<file path="config.mk">
export PLATFORM = sky130hd
export DESIGN_NAME = apb_uart
export DESIGN_NICKNAME = d
export VERILOG_FILES = /design/src/design/uart_reg_pkg.sv /design/src/design/uart_line_pkg.sv /design/src/design/uart_fifo.sv /design/src/design/uart_tx.sv /design/src/design/uart_rx.sv /design/src/design/uart_interrupt.sv /design/src/design/apb_uart.sv
export SDC_FILE = /design/constraint.sdc
export NUM_CORES = 1
export LEC_CHECK = 0
export ABC_AREA = 1
export BUFFER_PORTS_ARGS = -buffer_cell sky130_fd_sc_hd__buf_2
export CORE_ASPECT_RATIO = 0.7
export CORE_MARGIN = 3
export CORE_UTILIZATION = 44
export DETAILED_ROUTE_END_ITERATION = 8
export SYNTH_ARGS = -nofsm -noshare
export SYNTH_HDL_FRONTEND = slang
export SYNTH_SLANG_ARGS = --single-unit
</file>
<file path="constraint.sdc">
create_clock -name CLK -period 2.43 [get_ports CLK]
set_input_delay 0.243 -clock CLK [delete_from_list [all_inputs] [get_ports CLK]]
set_output_delay 0.243 -clock CLK [all_outputs]
set_load 0.02 [all_outputs]
</file>
<file path="src/design/uart_reg_pkg.sv">
// UART register map and APB constants
`default_nettype none

package uart_reg_pkg;

  // APB slave port, one 4KB window
  localparam int APB_ADDR_WIDTH = 12;
  localparam int APB_DATA_WIDTH = 32;

  // register offsets, word index from PADDR[2:0]
  localparam logic [2:0] REG_RBR_THR_DLL = 3'h0;  // DLL when DLAB set
  localparam logic [2:0] REG_IER_DLM     = 3'h1;  // DLM when DLAB set
  localparam logic [2:0] REG_IIR_FCR     = 3'h2;  // IIR on read, FCR on write
  localparam logic [2:0] REG_LCR         = 3'h3;
  localparam logic [2:0] REG_LSR         = 3'h5;
  localparam logic [2:0] REG_SCR         = 3'h7;
  // offsets 4 and 6 (modem regs) read as zero

  // line status bit positions
  localparam int LSR_DR   = 0;  // rx data ready
  localparam int LSR_PE   = 2;  // parity error on head entry
  localparam int LSR_THRE = 5;  // tx fifo empty
  localparam int LSR_TEMT = 6;  // tx fifo and shifter empty

  // interrupt identification codes, low nibble of IIR
  localparam logic [3:0] IIR_NONE = 4'b0001;  // nothing pending
  localparam logic [3:0] IIR_RLS  = 4'b0110;  // line status, highest
  localparam logic [3:0] IIR_RDA  = 4'b0100;  // rx data available
  localparam logic [3:0] IIR_THRE = 4'b0010;  // tx holding empty, lowest

  // LSR value out of reset
  localparam logic [7:0] LSR_RESET = 8'h60;

endpackage

`default_nettype wire

</file>
<file path="src/design/uart_line_pkg.sv">
// UART serial line and payload types
`default_nettype none

package uart_line_pkg;

  // fifo sizes, entries
  localparam int TX_FIFO_DEPTH = 16;
  localparam int RX_FIFO_DEPTH = 16;

  // one character on the line
  typedef logic [7:0] uart_byte_t;

  // rx fifo entry, flag in bit 8
  typedef struct packed {
    logic       parity_err;
    uart_byte_t data;
  } uart_rx_word_t;

  typedef logic [15:0] div_t;  // bit period minus one

  // LCR[1:0] character length
  typedef logic [1:0] char_len_t;
  localparam char_len_t CHAR_LEN_5 = 2'd0;
  localparam char_len_t CHAR_LEN_6 = 2'd1;
  localparam char_len_t CHAR_LEN_7 = 2'd2;
  localparam char_len_t CHAR_LEN_8 = 2'd3;

  typedef logic [1:0] trig_t;  // FCR[7:6], 1/4/8/14 entries

  // fill counts, one bit wider than the pointers
  typedef logic [$clog2(TX_FIFO_DEPTH):0] tx_count_t;
  typedef logic [$clog2(RX_FIFO_DEPTH):0] rx_count_t;

endpackage

`default_nettype wire

</file>
<file path="src/design/uart_fifo.sv">
// UART first-word fall-through FIFO
`timescale 1ns/1ps
`default_nettype none

module uart_fifo #(
  parameter int  DEPTH     = 16,
  parameter type payload_t = logic [7:0]
) (
  input  logic                   CLK,
  input  logic                   RSTN,
  input  logic                   clr_i,       // sync flush
  input  logic                   valid_i,     // write side
  input  payload_t               data_i,
  output logic                   ready_o,
  output payload_t               data_o,      // read side, head entry
  output logic                   valid_o,
  input  logic                   ready_i,
  output logic [$clog2(DEPTH):0] elements_o   // fill count
);

  payload_t                 mem [DEPTH];  // storage, no reset
  logic [$clog2(DEPTH)-1:0] wr_ptr_q;
  logic [$clog2(DEPTH)-1:0] rd_ptr_q;
  logic [$clog2(DEPTH):0]   count_q;
  logic                     push;
  logic                     pop;

  assign ready_o    = (count_q != DEPTH);  // full blocks writes
  assign valid_o    = (count_q != '0);
  assign push       = valid_i & ready_o;
  assign pop        = valid_o & ready_i;
  assign data_o     = mem[rd_ptr_q];       // head visible the cycle after push
  assign elements_o = count_q;

  always_ff @(posedge CLK) begin
    if (push) begin
      mem[wr_ptr_q] <= data_i;
    end
  end

  always_ff @(posedge CLK or negedge RSTN) begin
    if (!RSTN) begin
      wr_ptr_q <= '0;
      rd_ptr_q <= '0;
      count_q  <= '0;
    end else if (clr_i) begin
      wr_ptr_q <= '0;  // drop everything held
      rd_ptr_q <= '0;
      count_q  <= '0;
    end else begin
      if (push) begin
        wr_ptr_q <= (wr_ptr_q == DEPTH - 1) ? '0 : wr_ptr_q + 1'b1;
      end
      if (pop) begin
        rd_ptr_q <= (rd_ptr_q == DEPTH - 1) ? '0 : rd_ptr_q + 1'b1;
      end
      case ({push, pop})
        2'b10:   count_q <= count_q + 1'b1;
        2'b01:   count_q <= count_q - 1'b1;
        default: count_q <= count_q;  // idle, or push and pop together
      endcase
    end
  end

endmodule

`default_nettype wire

</file>
<file path="src/design/uart_tx.sv">
// UART serial transmitter
`timescale 1ns/1ps
`default_nettype none

module uart_tx import uart_line_pkg::*; (
  input  logic       CLK,
  input  logic       RSTN,
  input  div_t       div_i,        // bit period is div_i + 1 clocks
  input  char_len_t  char_len_i,
  input  logic       parity_en_i,  // even parity when set
  input  logic       two_stop_i,
  input  uart_byte_t data_i,
  input  logic       valid_i,
  output logic       ready_o,      // high only while idle
  output logic       tx_o
);

  typedef enum logic [2:0] {
    TX_IDLE, TX_START, TX_DATA, TX_PARITY, TX_STOP
  } tx_state_t;

  tx_state_t  state_q;
  div_t       baud_cnt_q;
  logic [2:0] bit_cnt_q;   // data bit index, stop bit index
  logic [2:0] last_bit;
  uart_byte_t shift_q;
  logic       parity_q;    // running xor of data bits
  logic       bit_done;

  assign last_bit = {1'b0, char_len_i} + 3'd4;  // 5..8 bits -> index 4..7
  assign bit_done = (baud_cnt_q == div_i);
  assign ready_o  = (state_q == TX_IDLE);

  // line level straight from the FSM
  always_comb begin
    case (state_q)
      TX_START:  tx_o = 1'b0;
      TX_DATA:   tx_o = shift_q[0];  // lsb first
      TX_PARITY: tx_o = parity_q;
      default:   tx_o = 1'b1;        // idle and stop are mark
    endcase
  end

  // shifter loads on acceptance
  always_ff @(posedge CLK) begin
    if (state_q == TX_IDLE && valid_i) begin
      shift_q <= data_i;
    end else if (state_q == TX_DATA && bit_done) begin
      shift_q <= {1'b0, shift_q[7:1]};
    end
  end

  always_ff @(posedge CLK or negedge RSTN) begin
    if (!RSTN) begin
      state_q    <= TX_IDLE;
      baud_cnt_q <= '0;
      bit_cnt_q  <= '0;
      parity_q   <= 1'b0;
    end else begin
      baud_cnt_q <= (state_q == TX_IDLE || bit_done) ? '0 : baud_cnt_q + 1'b1;
      case (state_q)
        TX_IDLE: begin
          if (valid_i) begin
            state_q   <= TX_START;  // start bit from next cycle
            bit_cnt_q <= '0;
            parity_q  <= 1'b0;
          end
        end
        TX_START: begin
          if (bit_done) state_q <= TX_DATA;
        end
        TX_DATA: begin
          if (bit_done) begin
            parity_q <= parity_q ^ shift_q[0];
            if (bit_cnt_q == last_bit) begin
              bit_cnt_q <= '0;
              state_q   <= parity_en_i ? TX_PARITY : TX_STOP;
            end else begin
              bit_cnt_q <= bit_cnt_q + 1'b1;
            end
          end
        end
        TX_PARITY: begin
          if (bit_done) state_q <= TX_STOP;
        end
        TX_STOP: begin
          if (bit_done) begin
            if (two_stop_i && bit_cnt_q == '0) begin
              bit_cnt_q <= 3'd1;  // second stop bit
            end else begin
              state_q <= TX_IDLE;
            end
          end
        end
        default: state_q <= TX_IDLE;
      endcase
    end
  end

endmodule

`default_nettype wire

</file>
<file path="src/design/uart_rx.sv">
// UART serial receiver
`timescale 1ns/1ps
`default_nettype none

module uart_rx import uart_line_pkg::*; (
  input  logic          CLK,
  input  logic          RSTN,
  input  logic          rx_i,         // async line
  input  div_t          div_i,
  input  char_len_t     char_len_i,
  input  logic          parity_en_i,
  output uart_rx_word_t rx_word_o,
  output logic          rx_valid_o,
  input  logic          rx_ready_i    // fifo has room
);

  typedef enum logic [2:0] {
    RX_IDLE, RX_START, RX_DATA, RX_PARITY, RX_STOP, RX_HOLD
  } rx_state_t;

  rx_state_t     state_q;
  logic [1:0]    sync_q;      // two-flop synchronizer
  logic          rx_prev_q;   // for falling edge detect
  logic          rx_s;
  div_t          baud_cnt_q;
  logic [2:0]    bit_cnt_q;
  logic [2:0]    last_bit;
  uart_byte_t    shift_q;     // bits enter at the top
  uart_byte_t    aligned;
  logic          parity_q;    // running xor
  logic          perr_q;
  logic          half_done;
  logic          bit_done;
  logic          cnt_restart;
  uart_rx_word_t word_q;

  assign rx_s       = sync_q[1];
  assign last_bit   = {1'b0, char_len_i} + 3'd4;
  assign half_done  = (baud_cnt_q == {1'b0, div_i[15:1]});
  assign bit_done   = (baud_cnt_q == div_i);
  assign rx_valid_o = (state_q == RX_HOLD);
  assign rx_word_o  = word_q;

  // counter restarts at mid start bit, then runs whole bit periods
  always_comb begin
    case (state_q)
      RX_IDLE, RX_HOLD: cnt_restart = 1'b1;
      RX_START:         cnt_restart = half_done;
      default:          cnt_restart = bit_done;
    endcase
  end

  // short characters end up in the upper bits, shift them down
  always_comb begin
    case (char_len_i)
      CHAR_LEN_5: aligned = {3'b000, shift_q[7:3]};
      CHAR_LEN_6: aligned = {2'b00, shift_q[7:2]};
      CHAR_LEN_7: aligned = {1'b0, shift_q[7:1]};
      default:    aligned = shift_q;  // 8 bits
    endcase
  end

  ////////////////////////////////////////////////////////////////////////////
  // payload
  always_ff @(posedge CLK) begin
    if (state_q == RX_DATA && bit_done) begin
      shift_q <= {rx_s, shift_q[7:1]};
    end
    if (state_q == RX_STOP && bit_done) begin
      word_q.data       <= aligned;
      word_q.parity_err <= perr_q;
    end
  end

  ////////////////////////////////////////////////////////////////////////////
  // synchronizer and frame FSM
  always_ff @(posedge CLK or negedge RSTN) begin
    if (!RSTN) begin
      sync_q     <= 2'b11;  // line idles high
      rx_prev_q  <= 1'b1;
      state_q    <= RX_IDLE;
      baud_cnt_q <= '0;
      bit_cnt_q  <= '0;
      parity_q   <= 1'b0;
      perr_q     <= 1'b0;
    end else begin
      sync_q     <= {sync_q[0], rx_i};
      rx_prev_q  <= rx_s;
      baud_cnt_q <= cnt_restart ? '0 : baud_cnt_q + 1'b1;
      case (state_q)
        RX_IDLE: begin
          if (rx_prev_q && !rx_s) begin  // falling edge
            state_q   <= RX_START;
            bit_cnt_q <= '0;
            parity_q  <= 1'b0;
            perr_q    <= 1'b0;
          end
        end
        RX_START: begin
          if (half_done) state_q <= rx_s ? RX_IDLE : RX_DATA;  // glitch reject
        end
        RX_DATA: begin
          if (bit_done) begin
            parity_q <= parity_q ^ rx_s;
            if (bit_cnt_q == last_bit) begin
              state_q <= parity_en_i ? RX_PARITY : RX_STOP;
            end else begin
              bit_cnt_q <= bit_cnt_q + 1'b1;
            end
          end
        end
        RX_PARITY: begin
          if (bit_done) begin
            perr_q  <= rx_s ^ parity_q;  // even parity check
            state_q <= RX_STOP;
          end
        end
        RX_STOP: begin
          if (bit_done) state_q <= RX_HOLD;  // mid stop bit
        end
        RX_HOLD: begin
          if (rx_ready_i) state_q <= RX_IDLE;  // stalls while fifo full
        end
        default: state_q <= RX_IDLE;
      endcase
    end
  end

endmodule

`default_nettype wire

</file>
<file path="src/design/uart_interrupt.sv">
// UART interrupt identification
`timescale 1ns/1ps
`default_nettype none

module uart_interrupt import uart_reg_pkg::*, uart_line_pkg::*; (
  input  logic       CLK,
  input  logic       RSTN,
  input  logic [2:0] ier_i,          // RLS, THRE, RDA enables
  input  logic       parity_err_i,   // head entry flag
  input  rx_count_t  rx_elements_i,
  input  tx_count_t  tx_elements_i,
  input  trig_t      trig_i,
  input  logic       iir_read_i,     // one-cycle pulses from the bus
  input  logic       thr_write_i,
  output logic       event_o,
  output logic [3:0] iir_o
);

  rx_count_t  trig_level;
  logic       tx_empty;
  logic       tx_empty_q;
  logic       thre_flag_q;  // sticky until IIR read or THR write
  logic       rls_act;
  logic       rda_act;
  logic       thre_act;
  logic [3:0] iir_next;

  always_comb begin
    case (trig_i)
      2'd0:    trig_level = rx_count_t'(1);
      2'd1:    trig_level = rx_count_t'(4);
      2'd2:    trig_level = rx_count_t'(8);
      default: trig_level = rx_count_t'(14);
    endcase
  end

  assign tx_empty = (tx_elements_i == '0);
  assign rls_act  = ier_i[2] & parity_err_i;
  assign rda_act  = ier_i[0] & (rx_elements_i >= trig_level);
  assign thre_act = ier_i[1] & thre_flag_q;

  // fixed priority, line status first
  always_comb begin
    if (rls_act)       iir_next = IIR_RLS;
    else if (rda_act)  iir_next = IIR_RDA;
    else if (thre_act) iir_next = IIR_THRE;
    else               iir_next = IIR_NONE;
  end

  always_ff @(posedge CLK or negedge RSTN) begin
    if (!RSTN) begin
      tx_empty_q  <= 1'b1;
      thre_flag_q <= 1'b0;
      event_o     <= 1'b0;
      iir_o       <= IIR_NONE;
    end else begin
      tx_empty_q <= tx_empty;
      if (tx_empty && !tx_empty_q) begin
        thre_flag_q <= 1'b1;  // fifo just drained
      end else if (iir_read_i || thr_write_i) begin
        thre_flag_q <= 1'b0;
      end
      event_o <= rls_act | rda_act | thre_act;
      iir_o   <= iir_next;
    end
  end

endmodule

`default_nettype wire

</file>
<file path="src/design/apb_uart.sv">
// APB UART register block
`timescale 1ns/1ps
`default_nettype none

module apb_uart import uart_reg_pkg::*, uart_line_pkg::*; (
  input  logic                      CLK,
  input  logic                      RSTN,
  input  logic [APB_ADDR_WIDTH-1:0] PADDR_i,
  input  logic [APB_DATA_WIDTH-1:0] PWDATA_i,
  input  logic                      PWRITE_i,
  input  logic                      PSEL_i,
  input  logic                      PENABLE_i,
  output logic [APB_DATA_WIDTH-1:0] PRDATA_o,
  output logic                      PREADY_o,
  output logic                      PSLVERR_o,
  input  logic                      rx_i,
  output logic                      tx_o,
  output logic                      event_o
);

  logic [2:0]    reg_addr;
  logic          wr_en;          // access phase write
  logic          rd_en;
  logic          dlab;           // LCR[7]
  logic [7:0]    ier_q;
  logic [7:0]    lcr_q;
  logic [7:0]    scr_q;
  logic [7:0]    dll_q;
  logic [7:0]    dlm_q;
  trig_t         trig_q;
  logic          rx_clr_q;       // FCR clears, one cycle after the write
  logic          tx_clr_q;
  logic          thr_write;
  logic          rbr_read;
  logic          iir_read;
  logic          tx_fifo_ready;
  uart_byte_t    tx_data;
  logic          tx_valid;
  logic          tx_ready;       // transmitter idle
  tx_count_t     tx_elements;
  uart_rx_word_t rx_word;
  logic          rx_valid;
  logic          rx_ready;
  uart_rx_word_t rx_head;
  logic          rx_head_valid;
  rx_count_t     rx_elements;
  logic          head_perr;
  logic [7:0]    lsr;
  logic [7:0]    rdata;
  logic [3:0]    iir;

  assign reg_addr  = PADDR_i[2:0];
  assign wr_en     = PSEL_i & PENABLE_i & PWRITE_i;
  assign rd_en     = PSEL_i & PENABLE_i & ~PWRITE_i;
  assign dlab      = lcr_q[7];
  assign thr_write = wr_en & (reg_addr == REG_RBR_THR_DLL) & ~dlab;
  assign rbr_read  = rd_en & (reg_addr == REG_RBR_THR_DLL) & ~dlab;  // pops rx fifo
  assign iir_read  = rd_en & (reg_addr == REG_IIR_FCR);
  assign head_perr = rx_head_valid & rx_head.parity_err;

  ////////////////////////////////////////////////////////////////////////////
  // register writes
  always_ff @(posedge CLK or negedge RSTN) begin
    if (!RSTN) begin
      ier_q    <= '0;
      lcr_q    <= '0;
      scr_q    <= '0;
      dll_q    <= '0;
      dlm_q    <= '0;
      trig_q   <= '0;
      rx_clr_q <= 1'b0;
      tx_clr_q <= 1'b0;
    end else begin
      rx_clr_q <= 1'b0;  // self clearing
      tx_clr_q <= 1'b0;
      if (wr_en) begin
        case (reg_addr)
          REG_RBR_THR_DLL: if (dlab) dll_q <= PWDATA_i[7:0];  // THR goes to the fifo
          REG_IER_DLM: begin
            if (dlab) dlm_q <= PWDATA_i[7:0];
            else      ier_q <= PWDATA_i[7:0];
          end
          REG_IIR_FCR: begin
            rx_clr_q <= PWDATA_i[1];
            tx_clr_q <= PWDATA_i[2];
            trig_q   <= PWDATA_i[7:6];
          end
          REG_LCR: lcr_q <= PWDATA_i[7:0];
          REG_SCR: scr_q <= PWDATA_i[7:0];
          default: ;
        endcase
      end
    end
  end

  // live line status
  always_comb begin
    lsr           = '0;
    lsr[LSR_DR]   = rx_head_valid;
    lsr[LSR_PE]   = head_perr;
    lsr[LSR_THRE] = (tx_elements == '0);
    lsr[LSR_TEMT] = (tx_elements == '0) & tx_ready;
  end

  ////////////////////////////////////////////////////////////////////////////
  // read mux, zero-extended
  always_comb begin
    case (reg_addr)
      REG_RBR_THR_DLL: rdata = dlab ? dll_q : rx_head.data;
      REG_IER_DLM:     rdata = dlab ? dlm_q : ier_q;
      REG_IIR_FCR:     rdata = {4'hC, iir};  // fifo enabled bits always set
      REG_LCR:         rdata = lcr_q;
      REG_LSR:         rdata = lsr;
      REG_SCR:         rdata = scr_q;
      default:         rdata = 8'h00;         // no modem regs
    endcase
  end

  assign PRDATA_o  = {{(APB_DATA_WIDTH - 8){1'b0}}, rdata};
  assign PREADY_o  = 1'b1;  // zero wait states
  assign PSLVERR_o = 1'b0;

  ////////////////////////////////////////////////////////////////////////////
  // datapath blocks
  uart_fifo #(.DEPTH(TX_FIFO_DEPTH), .payload_t(uart_byte_t)) u_tx_fifo (
    .CLK        (CLK),
    .RSTN       (RSTN),
    .clr_i      (tx_clr_q),
    .valid_i    (thr_write & tx_fifo_ready),  // full fifo drops the byte
    .data_i     (PWDATA_i[7:0]),
    .ready_o    (tx_fifo_ready),
    .data_o     (tx_data),
    .valid_o    (tx_valid),
    .ready_i    (tx_ready),
    .elements_o (tx_elements)
  );

  uart_tx u_tx (
    .CLK         (CLK),
    .RSTN        (RSTN),
    .div_i       ({dlm_q, dll_q}),
    .char_len_i  (lcr_q[1:0]),
    .parity_en_i (lcr_q[3]),
    .two_stop_i  (lcr_q[2]),
    .data_i      (tx_data),
    .valid_i     (tx_valid),
    .ready_o     (tx_ready),
    .tx_o        (tx_o)
  );

  uart_rx u_rx (
    .CLK         (CLK),
    .RSTN        (RSTN),
    .rx_i        (rx_i),
    .div_i       ({dlm_q, dll_q}),
    .char_len_i  (lcr_q[1:0]),
    .parity_en_i (lcr_q[3]),
    .rx_word_o   (rx_word),
    .rx_valid_o  (rx_valid),
    .rx_ready_i  (rx_ready)
  );

  uart_fifo #(.DEPTH(RX_FIFO_DEPTH), .payload_t(uart_rx_word_t)) u_rx_fifo (
    .CLK        (CLK),
    .RSTN       (RSTN),
    .clr_i      (rx_clr_q),
    .valid_i    (rx_valid),
    .data_i     (rx_word),
    .ready_o    (rx_ready),
    .data_o     (rx_head),
    .valid_o    (rx_head_valid),
    .ready_i    (rbr_read),
    .elements_o (rx_elements)
  );

  uart_interrupt u_irq (
    .CLK           (CLK),
    .RSTN          (RSTN),
    .ier_i         (ier_q[2:0]),
    .parity_err_i  (head_perr),
    .rx_elements_i (rx_elements),
    .tx_elements_i (tx_elements),
    .trig_i        (trig_q),
    .iir_read_i    (iir_read),
    .thr_write_i   (thr_write),
    .event_o       (event_o),
    .iir_o         (iir)
  );

endmodule

`default_nettype wire

</file>
# == After elaboration in Yosys (flattened, before gate mapping) ==
# Memories as Yosys holds them, arrays and structs flattened.
# Index checks and enable logic that the tools add are counted.
# op_classes
n_mux,75
addsub,13
reduce_logical,46
bitwise,24
eq_ne,49
n_lt_le_gt_ge,1
# ops
op,count
$mux W3,23
$mux W4,14
$pmux W8 S6,1
$add A16 B1 Y16 const B,2
$eq A16 B16 Y1,2
$mux W16,2
$mux W8,4
$pmux W8 S3,1
$ne A2 B1 Y1 const B,11
$pmux W5 S2,2
$and A1 B1 Y1,18
$eq A3 B2 Y1 const B,6
$pmux W3 S6,1
$reduce_and A3 Y1,6
$reduce_bool A2 Y1,9
$add A4 B1 Y4 const B,4
$eq A16 B15 Y1,1
$eq A4 B4 Y1 const B,4
$eq A3 B3 Y1 const B,5
$pmux W3 S5,1
$mux W1,14
$reduce_and A7 Y1,2
$logic_not A3 Y1,4
$pmux W4 S3,1
other kinds (31),70
# word_totals
regBits,152
output_inout_bits,36
mem_bits_rw,272
memories,2
in_bits,50
# memory_table
memory,depth,word_bits,rd,rd_clocked_by_memory_dff,write_ports,line_no,text
u_rx_fifo.mem,16,9,1,0,1,uart_fifo.sv:21,payload_t mem [DEPTH];
u_tx_fifo.mem,16,8,1,0,1,uart_fifo.sv:21,

# == Logic depth before layout (Yosys ltp) ==
# Gate-level depths: netlist of run 1.
# logic_depth
word_depth,9
mapped_depth,17
ltp_nobuf,17

# == Modules after synthesis ==
# Synthesis of run 1 repeated with hierarchy kept, for this count alone.
# hier_totals
cells_unflattened,2031
hier_area_um2,20139.3
# by_module_without_submodules
module,area_per_inst_um2,instances,cells_per_inst
uart_fifo at u_rx_fifo,6517.5,1,537
uart_fifo at u_tx_fifo,5988.2,1,470
uart_rx,2673.8,1,372
apb_uart,2665.1,1,342
uart_tx,1936.9,1,266
uart_interrupt,357.8,1,44

# == Worst setup path before layout of run 1 ==
# OpenSTA, ideal clock, no wires.
# synth_path
path_type,reg-to-reg
start,reg dlm_q[0]
end,"reg u_tx.shift_q[0], enable pin"
path_slack_ns,0.404
setup_time_ns,0.384
t_required_ns,2.046
period_less_slack_ns,2.026
stages_incl_launch_ff,8
t_arrival_ns,1.642
cell_sequence,dfrtp_1 buf_6 xor2_1 a21oi_2 nand2_1 nor2_2 nand2_2 o21ai_0
# synth_via
elab_chain_len,3
# synth_rtl
element,line_no,text
"start, declared",apb_uart.sv:29,logic [7:0] dlm_q;
"start signal, assigned",apb_uart.sv:80,if (dlab) dlm_q <= PWDATA_i[7:0];
$eq A16 B16 Y1,uart_tx.sv:31,assign bit_done = (baud_cnt_q == div_i);
$logic_and A1 B1 Y1,uart_tx.sv:48,end else if (state_q == TX_DATA && bit_done) begin
$reduce_bool A2 Y1 (no line),n/a,
"end signal, assigned",uart_tx.sv:47,shift_q <= data_i;
"end signal, assigned",uart_tx.sv:49,"shift_q <= {1'b0, shift_q[7:1]};"
"end, declared",uart_tx.sv:26,uart_byte_t shift_q;
# Every way passes these cells.
# A chain may end at the register's enable or synchronous reset.

# == Final worst setup path of run 1 ==
# layout_path
start,reg u_rx_fifo.rd_ptr_q[0]
end,out PRDATA_o[3]
# layout_via
elab_chain_len,3
# layout_rtl
element,line_no,text
"start, declared",uart_fifo.sv:23,logic [$clog2(DEPTH)-1:0] rd_ptr_q;
"start signal, assigned",uart_fifo.sv:55,rd_ptr_q <= (rd_ptr_q == DEPTH - 1) ? '0 : rd_ptr_q + 1'b1;
$mem_v2 Z16 W9,n/a,
$mux W8,apb_uart.sv:109,REG_RBR_THR_DLL: rdata = dlab ? dll_q : rx_head.data;
$pmux W8 S6,apb_uart.sv:108,case (reg_addr)
"end, declared",apb_uart.sv:13,"output logic [APB_DATA_WIDTH-1:0] PRDATA_o,"
# Every way passes these cells.

==> results of run 1 <==
==> timing repair <==
| action | CTS | global route |
|---|---|---|
| hold buffers | 2 | 0 |
| endpoints found under the hold margin | 57 | 0 |
| gates resized for setup | 97 | 74 |
| endpoints found under the setup margin | 8 | 8 |
| buffers inserted | 5 | 11 |
| gates cloned | 5 | 2 |
| pin swaps | 22 | 36 |
==> logic make-up after synthesis <==
group | Yosys count
muxes | 4
other | 2
xor gates and xnor gates | 47
DFF | 423
AOI/OAI and AO/OA | 416
adders and majority gates | 23
buffers and inverters | 256
and+or+nand+nor | 725
==> state kept, by name (all words and copies together), names as in the netlist, 4 cells and up <==
signal                count
u_rx_fifo.mem           144
u_tx_fifo.mem           128
u_rx.baud_cnt_q          16
u_tx.baud_cnt_q          16
u_rx.rx_word_o            9
dll_q                     8
dlm_q                     8
ier_q                     8
lcr_q                     8
scr_q                     8
u_rx.shift_q              8
u_tx.shift_q              8
u_rx_fifo.elements_o      5
u_tx_fifo.elements_o      5
u_rx_fifo.rd_ptr_q        4
u_rx_fifo.wr_ptr_q        4
u_tx_fifo.rd_ptr_q        4
u_tx_fifo.wr_ptr_q        4
==> Yosys cell counts (all sizes together) <==
library cell | n | area (um^2)
nand2 | 318 | 1270
edfxtp | 297 | 8920
nor2 | 282 | 1140
o21ai | 249 | 1250
inv | 153 | 577
dfrtp | 121 | 3030
buf | 70 | 453
nand3 | 68 | 393
o22ai | 65 | 407
a21oi | 50 | 262
xor2 | 31 | 272
clkbuf | 30 | 114
nor3 | 25 | 148
ha | 23 | 288
xnor2 | 16 | 140
nand4 | 14 | 87.6
o21bai | 13 | 97.6
a31oi | 10 | 62.6
a221oi | 6 | 52.6
nor4 | 6 | 37.5
o2111ai | 6 | 52.6
dfstp | 5 | 131
mux2i | 4 | 40.0
nand3b | 4 | 30.0
nor3b | 4 | 40.0
o21a | 4 | 30.0
clkinv | 3 | 12.5
o211ai | 3 | 22.5
o221ai | 3 | 26.3
o31ai | 3 | 22.5
conb | 2 | 7.51
or2 | 2 | 12.5
a2111oi | 1 | 8.76
a21boi | 1 | 18.8
a221o | 1 | 10.0
a22oi | 1 | 7.51
and3 | 1 | 6.26
or3 | 1 | 6.26
==> worst min-delay path by stage <==
stage                    start                end  cells after the start
finish              PADDR_i[0]  u_irq.thre_flag_q                      3
detailed placement        RSTN      u_rx.parity_q                      1
CTS                 PADDR_i[0]  u_irq.thre_flag_q                      3
floorplan                 RSTN           dll_q[0]                      0
global route        PADDR_i[0]  u_irq.thre_flag_q                      3
global placement          RSTN      u_rx.parity_q                      1
==> per-layer routing <==
metal | GRT usage | part of all wire
met5 | 0 | 0
met3 | 0.0385 | 0.081
met4 | 0.0469 | 0.019
met2 | 0.281 | 0.40
met1 | 0.349 | 0.50
==> critical path: cells and delay by family (launching register included) <==
family                 cells  cell delay [ps]
buffers and inverters      4              560
AO/OA/AOI/OAI              3              450
AND/OR/NAND/NOR            4              410
flip-flops                 1              410
==> metrics by stage <==
stage,cell area (um^2),power (uW),setup TNS [ps]
after global routing,22600,24600,-1720
final,22600,23200,-993
after floorplan,19600,13500,0
after global placement,20400,15600,0
after detailed placement,20400,15700,0
after CTS,22300,22900,-1290
==> area by class of cell <==
class,instances,area [um^2]
Clock inverter,17,190
Tap cell,585,732
Timing Repair Buffer,109,1070
Antenna cell,2,5.00
Clock buffer,60,1210
Multi-Input combinational cell,1241,6710
Inverter,156,598
Fill cell,3758,20400
Sequential cell,423,12100
==> power by group through the flow <==
stage / Combinational (uW) / Sequential [uW] / Clock [uW]
global placement: 6440 / 9110 / 0
finish: 7660 / 9020 / 6540
CTS: 7260 / 9000 / 6650
detailed placement: 6570 / 9130 / 0
floorplan: 4680 / 8870 / 0
global route: 8500 / 9090 / 6980
==> out/qor.json, run 1 <==
{
  "final.min_clock_period": {"value": 2620, "unit": "ps"},
  "drive_above_1_share": {"value": 0.168},
  "grt_start_max_net_pins": {"value": 65},
  "clk_transition_reported_paths": {"value": 60, "unit": "ps"},
  "design.die.area": {"value": 46900, "unit": "um^2"},
  "total_clock_buffers_created_by_cts": {"value": 42},
  "power.switching": {"value": 8320, "unit": "uW"},
  "hold_violations": {"value": 0},
  "violations": {"value": "setup timing"},
  "synth_fa_ha_area_frac": {"value": 0.0148},
  "place.port_buffers": {"value": 26},
  "synthToLayoutAreaGrowth": {"value": 16.0, "unit": "%"},
  "synth.yosys.warnings": {"value": 0},
  "timing.critical_path.cells": {"value": "clkinv_4, buf_4, buf_12, nor2_1, o22ai_2, o21ai_2, o21bai_1, nand3_2, nand2_2, nand2_2, buf_6"},
  "cts_tree": {"value": "done"},
  "setup.worst_path.end_class": {"value": "output port"},
  "required": {"value": 2190, "unit": "ps"},
  "cp_slowest_cell": {"value": "dfrtp_2"},
  "cts_root_buf": {"value": "clkbuf_16"},
  "relSlewSlack": {"value": 0.448},
  "power_frac_clock": {"value": 0.282},
  "dpl.hpwl": {"value": 33.7, "unit": "mm"},
  "fin_ws": {"value": -195, "unit": "ps"},
  "grt_pass1_wl": {"value": 76.9, "unit": "mm"},
  "yosys.area_share.simple": {"value": 0.163},
  "placedCellCount": {"value": 2491},
  "finalCoreUtilization": {"value": 0.525},
  "core_area": {"value": 43000, "unit": "um^2"},
  "grt_util_all_layers": {"value": 0.211},
  "r2r_end": {"value": "u_tx_fifo.elements_o[4]"},
  "wirelength": {"value": 50.2, "unit": "mm"},
  "boundaryPins": {"value": 86},
  "final-setup-viol-count": {"value": 8},
  "floorplan.rows": {"value": 63},
  "detail_route.drc_violations": {"value": 0},
  "timing.fmax": {"value": 0.381, "unit": "GHz"},
  "max_cap_viols": {"value": 0},
  "arrival_time_worst_endpoint": {"value": 2380, "unit": "ps"},
  "clock_skew": {"value": 29.7, "unit": "ps"},
  "chipHeight": {"value": 182, "unit": "um"},
  "critical_path_peak_fanout": {"value": 8},
  "placement.setup.worst_slack": {"value": 150, "unit": "ps"},
  "cts_sinks": {"value": 423},
  "pwr_dens": {"value": 1030, "unit": "nW/um^2"},
  "synth.mux.area_fraction": {"value": 0.00206},
  "synth_compound_gate_area_share": {"value": 0.119},
  "combinational_family_with_the_most_area_after_synthesis": {"value": "simple AND/OR/NAND/NOR gates"},
  "synth_seq_area_share": {"value": 0.620},
  "hold_path.class": {"value": "primary input to flop"},
  "syn_area": {"value": 19500, "unit": "um^2"},
  "critical_path.max_stage_delay": {"value": 410, "unit": "ps"},
  "max-vdd-ir-drop": {"value": 0.593, "unit": "mV"},
  "place_congestion": {"value": 0.880},
  "drtAntennaViolNets": {"value": 0},
  "detailedRoute.firstPassIterationCount": {"value": 5},
  "result_of_the_run": {"value": "finished, violations left"},
  "leakagePower": {"value": 0.00892, "unit": "uW"},
  "tightestPinTransition": {"value": 828, "unit": "ps"},
  "hold-worst-slack": {"value": 69.2, "unit": "ps"},
  "clk_path_buf_depth": {"value": 3},
  "netlist-cell-type-count": {"value": 55},
  "power_switching_share": {"value": 0.358},
  "cts-htree-levels": {"value": 2},
  "crit_top_cell": {"value": "nand2_2"},
  "via_per_inst": {"value": 5.42},
  "synthXorXnorAreaFrac": {"value": 0.0211},
  "drt_iter0_drc": {"value": 1463},
  "final_nets": {"value": 2046},
  "seq_power_share": {"value": 0.388},
  "rrSetupSlack": {"value": 180, "unit": "ps"},
  "grt_pass1_vias": {"value": 12982},
  "worst_setup_path_startpoint": {"value": "u_rx_fifo.rd_ptr_q[0]"},
  "drv_slew": {"value": 0},
  "floorplan.initialDensity": {"value": 0.453},
  "combPwrFrac": {"value": 0.330},
  "final_common_cell": {"value": "edfxtp_1"},
  "setup.worst_path.end": {"value": "PRDATA_o[3]"},
  "worstRegToRegCells": {"value": 15},
  "r2r_start": {"value": "u_tx.state_q[1]"},
  "layout.cells.most_common_list": {"value": "edfxtp_1 (297), nand2_1 (284), nor2_1 (248)"},
  "syn_area_per_cell": {"value": 10.3, "unit": "um^2"},
  "overflow_after_grt": {"value": 0},
  "grt_antenna_before_repair": {"value": 2},
  "cellInternalPower": {"value": 14900, "unit": "uW"},
  "rsz0062_at_grt": {"value": "true"},
  "clock_latency": {"value": 560, "unit": "ps"},
  "ys_seq_elements": {"value": 423},
  "final_instance_count_without_filler_cells": {"value": 2593},
  "avgRoutedWirePerCell": {"value": 19.3, "unit": "um"},
  "dr_total_vias": {"value": 14057},
  "fin_crit_sh": {"value": 1.08},
  "dieWidth": {"value": 257, "unit": "um"},
  "critical_path.startpoint_type": {"value": "flop"},
  "path_class": {"value": "flop to output port"},
  "post_synthesis_instance_total": {"value": 1896}
}
Power figures use the tool's default switching activity.
==> run 2, diff against run 1 <==
--- a/config.mk
+++ b/config.mk
@@ -11,6 +11,7 @@
 export CORE_MARGIN = 3
 export CORE_UTILIZATION = 44
 export DETAILED_ROUTE_END_ITERATION = 8
+export SETUP_SLACK_MARGIN = 0.4
 export SYNTH_ARGS = -nofsm -noshare
 export SYNTH_HDL_FRONTEND = slang
 export SYNTH_SLANG_ARGS = --single-unit
==> constraint.sdc (replaced) <==
create_clock -name CLK -period 2.43 [get_ports CLK]
set_input_delay 0 -clock CLK [delete_from_list [all_inputs] [get_ports CLK]]
set_output_delay 0 -clock CLK [all_outputs]
set_load 0.02 [all_outputs]
==> out/qor.json, run 2 (synthesis results as in run 1) <==
{
  "fin_ws": {"value": -3.83, "unit": "ps"},
  "place_congestion": {"value": 0.870},
  "drive_above_1_share": {"value": 0.184},
  "core_area": {"value": 43000, "unit": "um^2"},
  "clock_skew": {"value": 23.4, "unit": "ps"},
  "r2r_end": {"value": "u_irq.iir_o[0]"},
  "setup.worst_path.end": {"value": "PRDATA_o[2]"},
  "power_frac_clock": {"value": 0.273},
  "drtAntennaViolNets": {"value": 0},
  "place.port_buffers": {"value": 26},
  "violations": {"value": "setup timing"},
  "result_of_the_run": {"value": "finished, violations left"},
  "avgRoutedWirePerCell": {"value": 19.9, "unit": "um"},
  "nFillCells": {"value": 3763},
  "r2r_start": {"value": "u_rx_fifo.rd_ptr_q[0]"},
  "drt_iter0_drc": {"value": 1472},
  "multi_input_comb_area": {"value": 6810, "unit": "um^2"},
  "detail_route.drc_violations": {"value": 0},
  "max-vdd-ir-drop": {"value": 0.635, "unit": "mV"},
  "critical_path_peak_fanout": {"value": 5},
  "grt_pass1_wl": {"value": 77.1, "unit": "mm"},
  "worst_setup_path_startpoint": {"value": "u_rx_fifo.rd_ptr_q[0]"},
  "dieWidth": {"value": 257, "unit": "um"},
  "rsz0062_at_grt": {"value": "true"},
  "hold_violations": {"value": 0},
  "drv_slew": {"value": 0},
  "cts_sinks": {"value": 423},
  "wirelength": {"value": 51.8, "unit": "mm"},
  "overflow_after_grt": {"value": 0},
  "cts_tree": {"value": "done"},
  "grt_pass1_vias": {"value": 13125},
  "clock_latency": {"value": 550, "unit": "ps"},
  "hold_path.class": {"value": "primary input to async pin"},
  "place_area": {"value": 20400, "unit": "um^2"},
  "p_total": {"value": 23600, "unit": "uW"},
  "grt_start_max_net_pins": {"value": 56},
  "synthToLayoutAreaGrowth": {"value": 17.4, "unit": "%"},
  "grt_antenna_before_repair": {"value": 0},
  "fin_crit_sh": {"value": 1.00},
  "floorplan.initialDensity": {"value": 0.453},
  "final_nets": {"value": 2063},
  "tightestPinTransition": {"value": 816, "unit": "ps"},
  "path_class": {"value": "flop to output port"},
  "largest_register_ffs": {"value": 144},
  "final.min_clock_period": {"value": 2430, "unit": "ps"},
  "floorplan.rows": {"value": 63},
  "relSlewSlack": {"value": 0.452},
  "final_common_cell": {"value": "edfxtp_1"},
  "boundaryPins": {"value": 86},
  "required": {"value": 2430, "unit": "ps"},
  "cellInternalPower": {"value": 15000, "unit": "uW"},
  "dpl.hpwl": {"value": 33.7, "unit": "mm"},
  "cts-htree-levels": {"value": 2},
  "critical_path.startpoint_type": {"value": "flop"},
  "clk_transition_reported_paths": {"value": 60, "unit": "ps"},
  "seq_power_share": {"value": 0.384},
  "pwr_dens": {"value": 1030, "unit": "nW/um^2"},
  "power.switching": {"value": 8550, "unit": "uW"},
  "detailedRoute.firstPassIterationCount": {"value": 5},
  "design.die.area": {"value": 46900, "unit": "um^2"},
  "power_switching_share": {"value": 0.362},
  "total_clock_buffers_created_by_cts": {"value": 41},
  "setup.worst_path.end_class": {"value": "output port"},
  "max_cap_viols": {"value": 0},
  "timing.fmax": {"value": 0.411, "unit": "GHz"},
  "combPwrFrac": {"value": 0.342},
  "rrSetupSlack": {"value": 500, "unit": "ps"},
  "layout.cells.most_common_list": {"value": "edfxtp_1 (297), nand2_1 (283), nor2_1 (241)"},
  "grt_util_all_layers": {"value": 0.212},
  "cts_root_buf": {"value": "clkbuf_16"},
  "clk_path_buf_depth": {"value": 3},
  "sequential_cell_area": {"value": 12100, "unit": "um^2"},
  "worstRegToRegCells": {"value": 9},
  "top_regs": {"value": "u_rx_fifo.mem: 144 flops, u_tx_fifo.mem: 128 flops"},
  "via_per_inst": {"value": 5.47},
  "chipHeight": {"value": 182, "unit": "um"},
  "top_register_by_number_of_flip_flops": {"value": "u_rx_fifo.mem"},
  "post-route-cell-area": {"value": 22900, "unit": "um^2"},
  "n_antenna_cell": {"value": 0},
  "arrival_time_worst_endpoint": {"value": 2430, "unit": "ps"},
  "dr_total_vias": {"value": 14272},
  "final-setup-viol-count": {"value": 2},
  "leakagePower": {"value": 0.00895, "unit": "uW"}
}
## run 2: changes by cell type in the layout (fill, tap and decap cells not counted), sizes merged, moves of 2 or more
cell         before  now
buf             105  109
clkinv           16   14
diode             2    0
dlygate4sd3       2   13
inv             150  152
## run 2: repair_timing
| action | CTS | global route |
|---|---|---|
| endpoints found under the hold margin | 255 | 0 |
| gates cloned | 4 | 4 |
| resized for setup | 82 | 132 |
| endpoints found under the setup margin | 22 | 177 |
| pin swaps | 18 | 32 |
| hold buffers | 13 | 0 |
| setup buffers | 2 | 15 |
## run 2: area by class of cell
cell class,instances,share of cell area
Clock buffer,57,0.0503
Clock inverter,18,0.00865
Multi-Input combinational cell,1241,0.298
Tap cell,585,0.0320
Sequential cell,423,0.530
Inverter,156,0.0266
Timing Repair Buffer,127,0.0550
## run 2: worst min path at each step
stage	from	to	slack [ps]	cells after the start
global route	RSTN	u_rx.parity_q	30	2
floorplan	RSTN	dll_q[0]	-300	0
finish	RSTN	u_rx.parity_q	1	2
global placement	RSTN	u_rx.parity_q	8	1
CTS	RSTN	u_rx_fifo.wr_ptr_q[0]	6	2
detailed placement	RSTN	u_rx.parity_q	10	1
## run 2: metrics by stage
step / setup TNS [ps] / hold slack [ps] / utilization / instances / setup slack [ps]
floorplan: 0 / -296 / - / 1920 / 404
global placement: 0 / 8.38 / 0.474 / 2494 / 365
detailed placement: 0 / 12.1 / 0.474 / 2494 / 342
CTS: 0 / 5.80 / 0.517 / 2588 / 11.7
global route: -438 / 31.8 / 0.531 / 2607 / -73.5
finish: -5.39 / 1.17 / 0.531 / 2607 / -3.83
## run 2: worst max-delay path: stages (launching register included)
cell,delay (ps)
dfrtp_2,470
clkinv_4,140
buf_12,160
clkbuf_16,160
nor2_1,90
o211ai_1,150
o2111ai_1,170
nand2_1,150
a21oi_2,170
nand2_2,90
buf_6,140
## run 2: power groups by stage
stage,clock network [uW],registers (uW),logic (uW)
2_1_floorplan,0,8870,4680
6_report,6450,9060,8080
4_1_cts,6560,8990,7190
5_1_grt,6910,9110,8900
3_3_place_gp,0,9100,6500
3_5_place_dp,0,9120,6620
## run 2: metal layers
| layer | GRT usage | part of all wire |
|---|---|---|
| met2 | 0.289 | 0.41 |
| met4 | 0.0509 | 0.016 |
| met5 | 0 | 0 |
| met3 | 0.0392 | 0.084 |
| met1 | 0.345 | 0.49 |
==> run 3, diff against run 2 <==
--- a/config.mk
+++ b/config.mk
@@ -14,4 +14,5 @@
 export SETUP_SLACK_MARGIN = 0.4
 export SYNTH_ARGS = -nofsm -noshare
 export SYNTH_HDL_FRONTEND = slang
+export SYNTH_HIERARCHICAL = 1
 export SYNTH_SLANG_ARGS = --single-unit
==> out/qor.json, run 3 <==
{
  "result_of_the_run": {"value": "finished, violations left"},
  "violations": {"value": "setup timing"},
  "design.die.area": {"value": 48400, "unit": "um^2"},
  "grt_start_max_net_pins": {"value": 66},
  "critical_path.max_stage_delay": {"value": 550, "unit": "ps"},
  "final_nets": {"value": 2252},
  "fin_ws": {"value": -216, "unit": "ps"},
  "core_area": {"value": 44400, "unit": "um^2"},
  "largest_register_ffs": {"value": 144},
  "ys_seq_elements": {"value": 423},
  "final.min_clock_period": {"value": 2650, "unit": "ps"},
  "floorplan.initialDensity": {"value": 0.453},
  "chipHeight": {"value": 185, "unit": "um"},
  "clk_path_buf_depth": {"value": 3},
  "hold-worst-slack": {"value": 5.61, "unit": "ps"},
  "grt_util_all_layers": {"value": 0.213},
  "synth_seq_area_share": {"value": 0.600},
  "netlist-cell-type-count": {"value": 61},
  "dpl.hpwl": {"value": 33.7, "unit": "mm"},
  "critical_path.startpoint_type": {"value": "flop"},
  "fin_crit_sh": {"value": 1.09},
  "cts_root_buf": {"value": "clkbuf_16"},
  "post-route-cell-area": {"value": 24100, "unit": "um^2"},
  "boundaryPins": {"value": 86},
  "grt_pass1_vias": {"value": 13783},
  "wirelength": {"value": 51.8, "unit": "mm"},
  "max-vdd-ir-drop": {"value": 0.656, "unit": "mV"},
  "hold_violations": {"value": 0},
  "synth_top_cell_area_share": {"value": 0.443},
  "clock_latency": {"value": 560, "unit": "ps"},
  "max_cap_viols": {"value": 0},
  "top_regs": {"value": "u_rx_fifo/mem: 144 flops, u_tx_fifo/mem: 128 flops"},
  "timing.critical_path.cells": {"value": "buf_12, buf_4, o21ai_0, o22ai_2, nor2_1, o21ai_1, buf_4, nand2_1, nand2_1, nand2_2, nand3_4, buf_6"},
  "clock_skew": {"value": 30.7, "unit": "ps"},
  "relSlewSlack": {"value": 0.503},
  "cp_slowest_cell": {"value": "dfrtp_2"},
  "drt_iter0_drc": {"value": 1473},
  "final-setup-viol-count": {"value": 8},
  "dr_total_vias": {"value": 14807},
  "drv_slew": {"value": 0},
  "synth.yosys.warnings": {"value": 6},
  "detail_route.drc_violations": {"value": 0},
  "grt_pass1_wl": {"value": 79.6, "unit": "mm"},
  "total_clock_buffers_created_by_cts": {"value": 42},
  "synth_most_common_cell": {"value": "nand2_1"},
  "setup.worst_path.end_class": {"value": "output port"},
  "cts_sinks": {"value": 423},
  "ys_dominant_reg_cell": {"value": "edfxtp_1"},
  "via_per_inst": {"value": 5.27},
  "layout.cells.most_common_list": {"value": "nand2_1 (497), edfxtp_1 (297), nor2_1 (239)"},
  "grt_antenna_before_repair": {"value": 1},
  "clk_transition_reported_paths": {"value": 60, "unit": "ps"},
  "pwr_dens": {"value": 1020, "unit": "nW/um^2"},
  "cts-htree-levels": {"value": 2},
  "syn_area_per_cell": {"value": 9.92, "unit": "um^2"},
  "place_area": {"value": 21200, "unit": "um^2"},
  "top_register_by_number_of_flip_flops": {"value": "u_rx_fifo/mem"},
  "dieWidth": {"value": 262, "unit": "um"},
  "cts_tree": {"value": "done"},
  "drtAntennaViolNets": {"value": 0},
  "required": {"value": 2430, "unit": "ps"},
  "leakagePower": {"value": 0.00972, "unit": "uW"},
  "timing.fmax": {"value": 0.378, "unit": "GHz"},
  "rsz0062_at_grt": {"value": "true"},
  "place.port_buffers": {"value": 26},
  "synth_enable_flop_cells": {"value": 297},
  "post_synthesis_instance_total": {"value": 2031},
  "synth_common_cells": {"value": "nand2_1 (518), edfxtp_1 (297), nor2_1 (262)"},
  "path_class": {"value": "flop to output port"},
  "tightestPinTransition": {"value": 746, "unit": "ps"},
  "hold_path.class": {"value": "primary input to async pin"},
  "detailedRoute.firstPassIterationCount": {"value": 8},
  "synthTopCellsByArea": {"value": "edfxtp_1 (44%), dfrtp_1 (15%), nand2_1 (9.7%)"},
  "floorplan.rows": {"value": 64},
  "place_congestion": {"value": 0.859},
  "avgRoutedWirePerCell": {"value": 18.4, "unit": "um"},
  "syn_area": {"value": 20100, "unit": "um^2"},
  "drive_above_1_share": {"value": 0.210},
  "synthToLayoutAreaGrowth": {"value": 19.7, "unit": "%"},
  "post-synth-top-area-cell": {"value": "edfxtp_1"},
  "critical_path.top_delay_family": {"value": "buffers and inverters"},
  "final_common_cell": {"value": "nand2_1"},
  "async_reset_ff_frac": {"value": 0.298},
  "overflow_after_grt": {"value": 0},
  "critical_path_peak_fanout": {"value": 7},
  "arrival_time_worst_endpoint": {"value": 2650, "unit": "ps"},
  "path_buf_inv": {"value": 4}
}
-- run 3: report_power, final --
part / switching, uW / internal (uW) / total, uW
logic: 5310 / 3430 / 8740
registers: 817 / 8370 / 9180
clock network: 2830 / 3890 / 6720
-- run 3: area by class of cell --
type	count	area, um^2
Timing Repair Buffer	168	1660
Tap cell	594	743
Inverter	190	766
Antenna cell	1	2.50
Sequential cell	423	12100
Clock buffer	57	1190
Clock inverter	21	245
Fill cell	3833	20300
Multi-Input combinational cell	1354	7390
-- run 3: path summary, 6_finish.rpt --
| kind | startpoint | end | slack [ps] | cells past startpoint |
|---|---|---|---|---|
| hold reg to reg | u_rx/sync_q[0] | u_rx/sync_q[1] | 350 | 0 |
| hold / removal | RSTN | u_tx/state_q[2] | 6 | 2 |
| max in group asynchronous | RSTN | u_rx/sync_q[1] | 1650 | 3 |
| min in group CLK | PSEL_i | scr_q[5] | 40 | 5 |
| setup / recovery | u_rx_fifo/rd_ptr_q[0] | PRDATA_o[7] | -220 | 12 |
| setup reg to reg | u_tx_fifo/elements_o[2] | u_tx_fifo/elements_o[4] | 390 | 14 |
-- run 3: routing by layer --
metal / part of all wire / GRT usage / up-vias
met4: 0.018 / 0.0463 / 0
li1: - / - / 7116
met5: 0 / 0 / -
met3: 0.073 / 0.0351 / 74
met1: 0.49 / 0.340 / 7121
met2: 0.42 / 0.305 / 496
-- run 3: logic make-up (layout without fill, tap and decap cells) --
kind of cell / count (synthesis) / in the layout / synth area share
muxes: 19 / 19 / 0.00988
AOI/OAI and AO/OA: 302 / 302 / 0.0939
DFF: 423 / 423 / 0.600
adders and majority gates: 23 / 23 / 0.0143
buffers and inverters: 278 / 436 / 0.0633
xor gates and xnor gates: 15 / 15 / 0.00652
other: 3 / 28 / 0.000559
and+or+nand+nor: 968 / 968 / 0.212
-- run 3: worst register-to-register path, delay by kind of cell (launching register included) --
family	cells	cell delay, ps
adder cells (fa/ha/maj)	1	280
flip-flops	1	410
AND/OR/NAND/NOR	8	760
buffers and inverters	4	390
AO/OA/AOI/OAI	1	110
-- run 3: repair_timing --
item                       CTS  global route
gates cloned                 3             3
hold buffers                24             0
setup endpoints to repair  126           143
buffers inserted            14            31
gates resized for setup     93            90
hold endpoints to repair   264             0
pin swaps                   14            43
-- run 3: metrics by stage --
stage                     setup TNS [ps]   util  worst slack, ps  power, uW  std cells
after CTS                           -848  0.529             -131      23900       2773
final                              -1050  0.542             -216      24600       2808
after floorplan                        0      -              296      14100       2055
after detailed placement               0  0.478              201      16400       2654
after global placement                 0  0.478              167      16300       2654
after global routing               -2180  0.542             -286      26000       2807
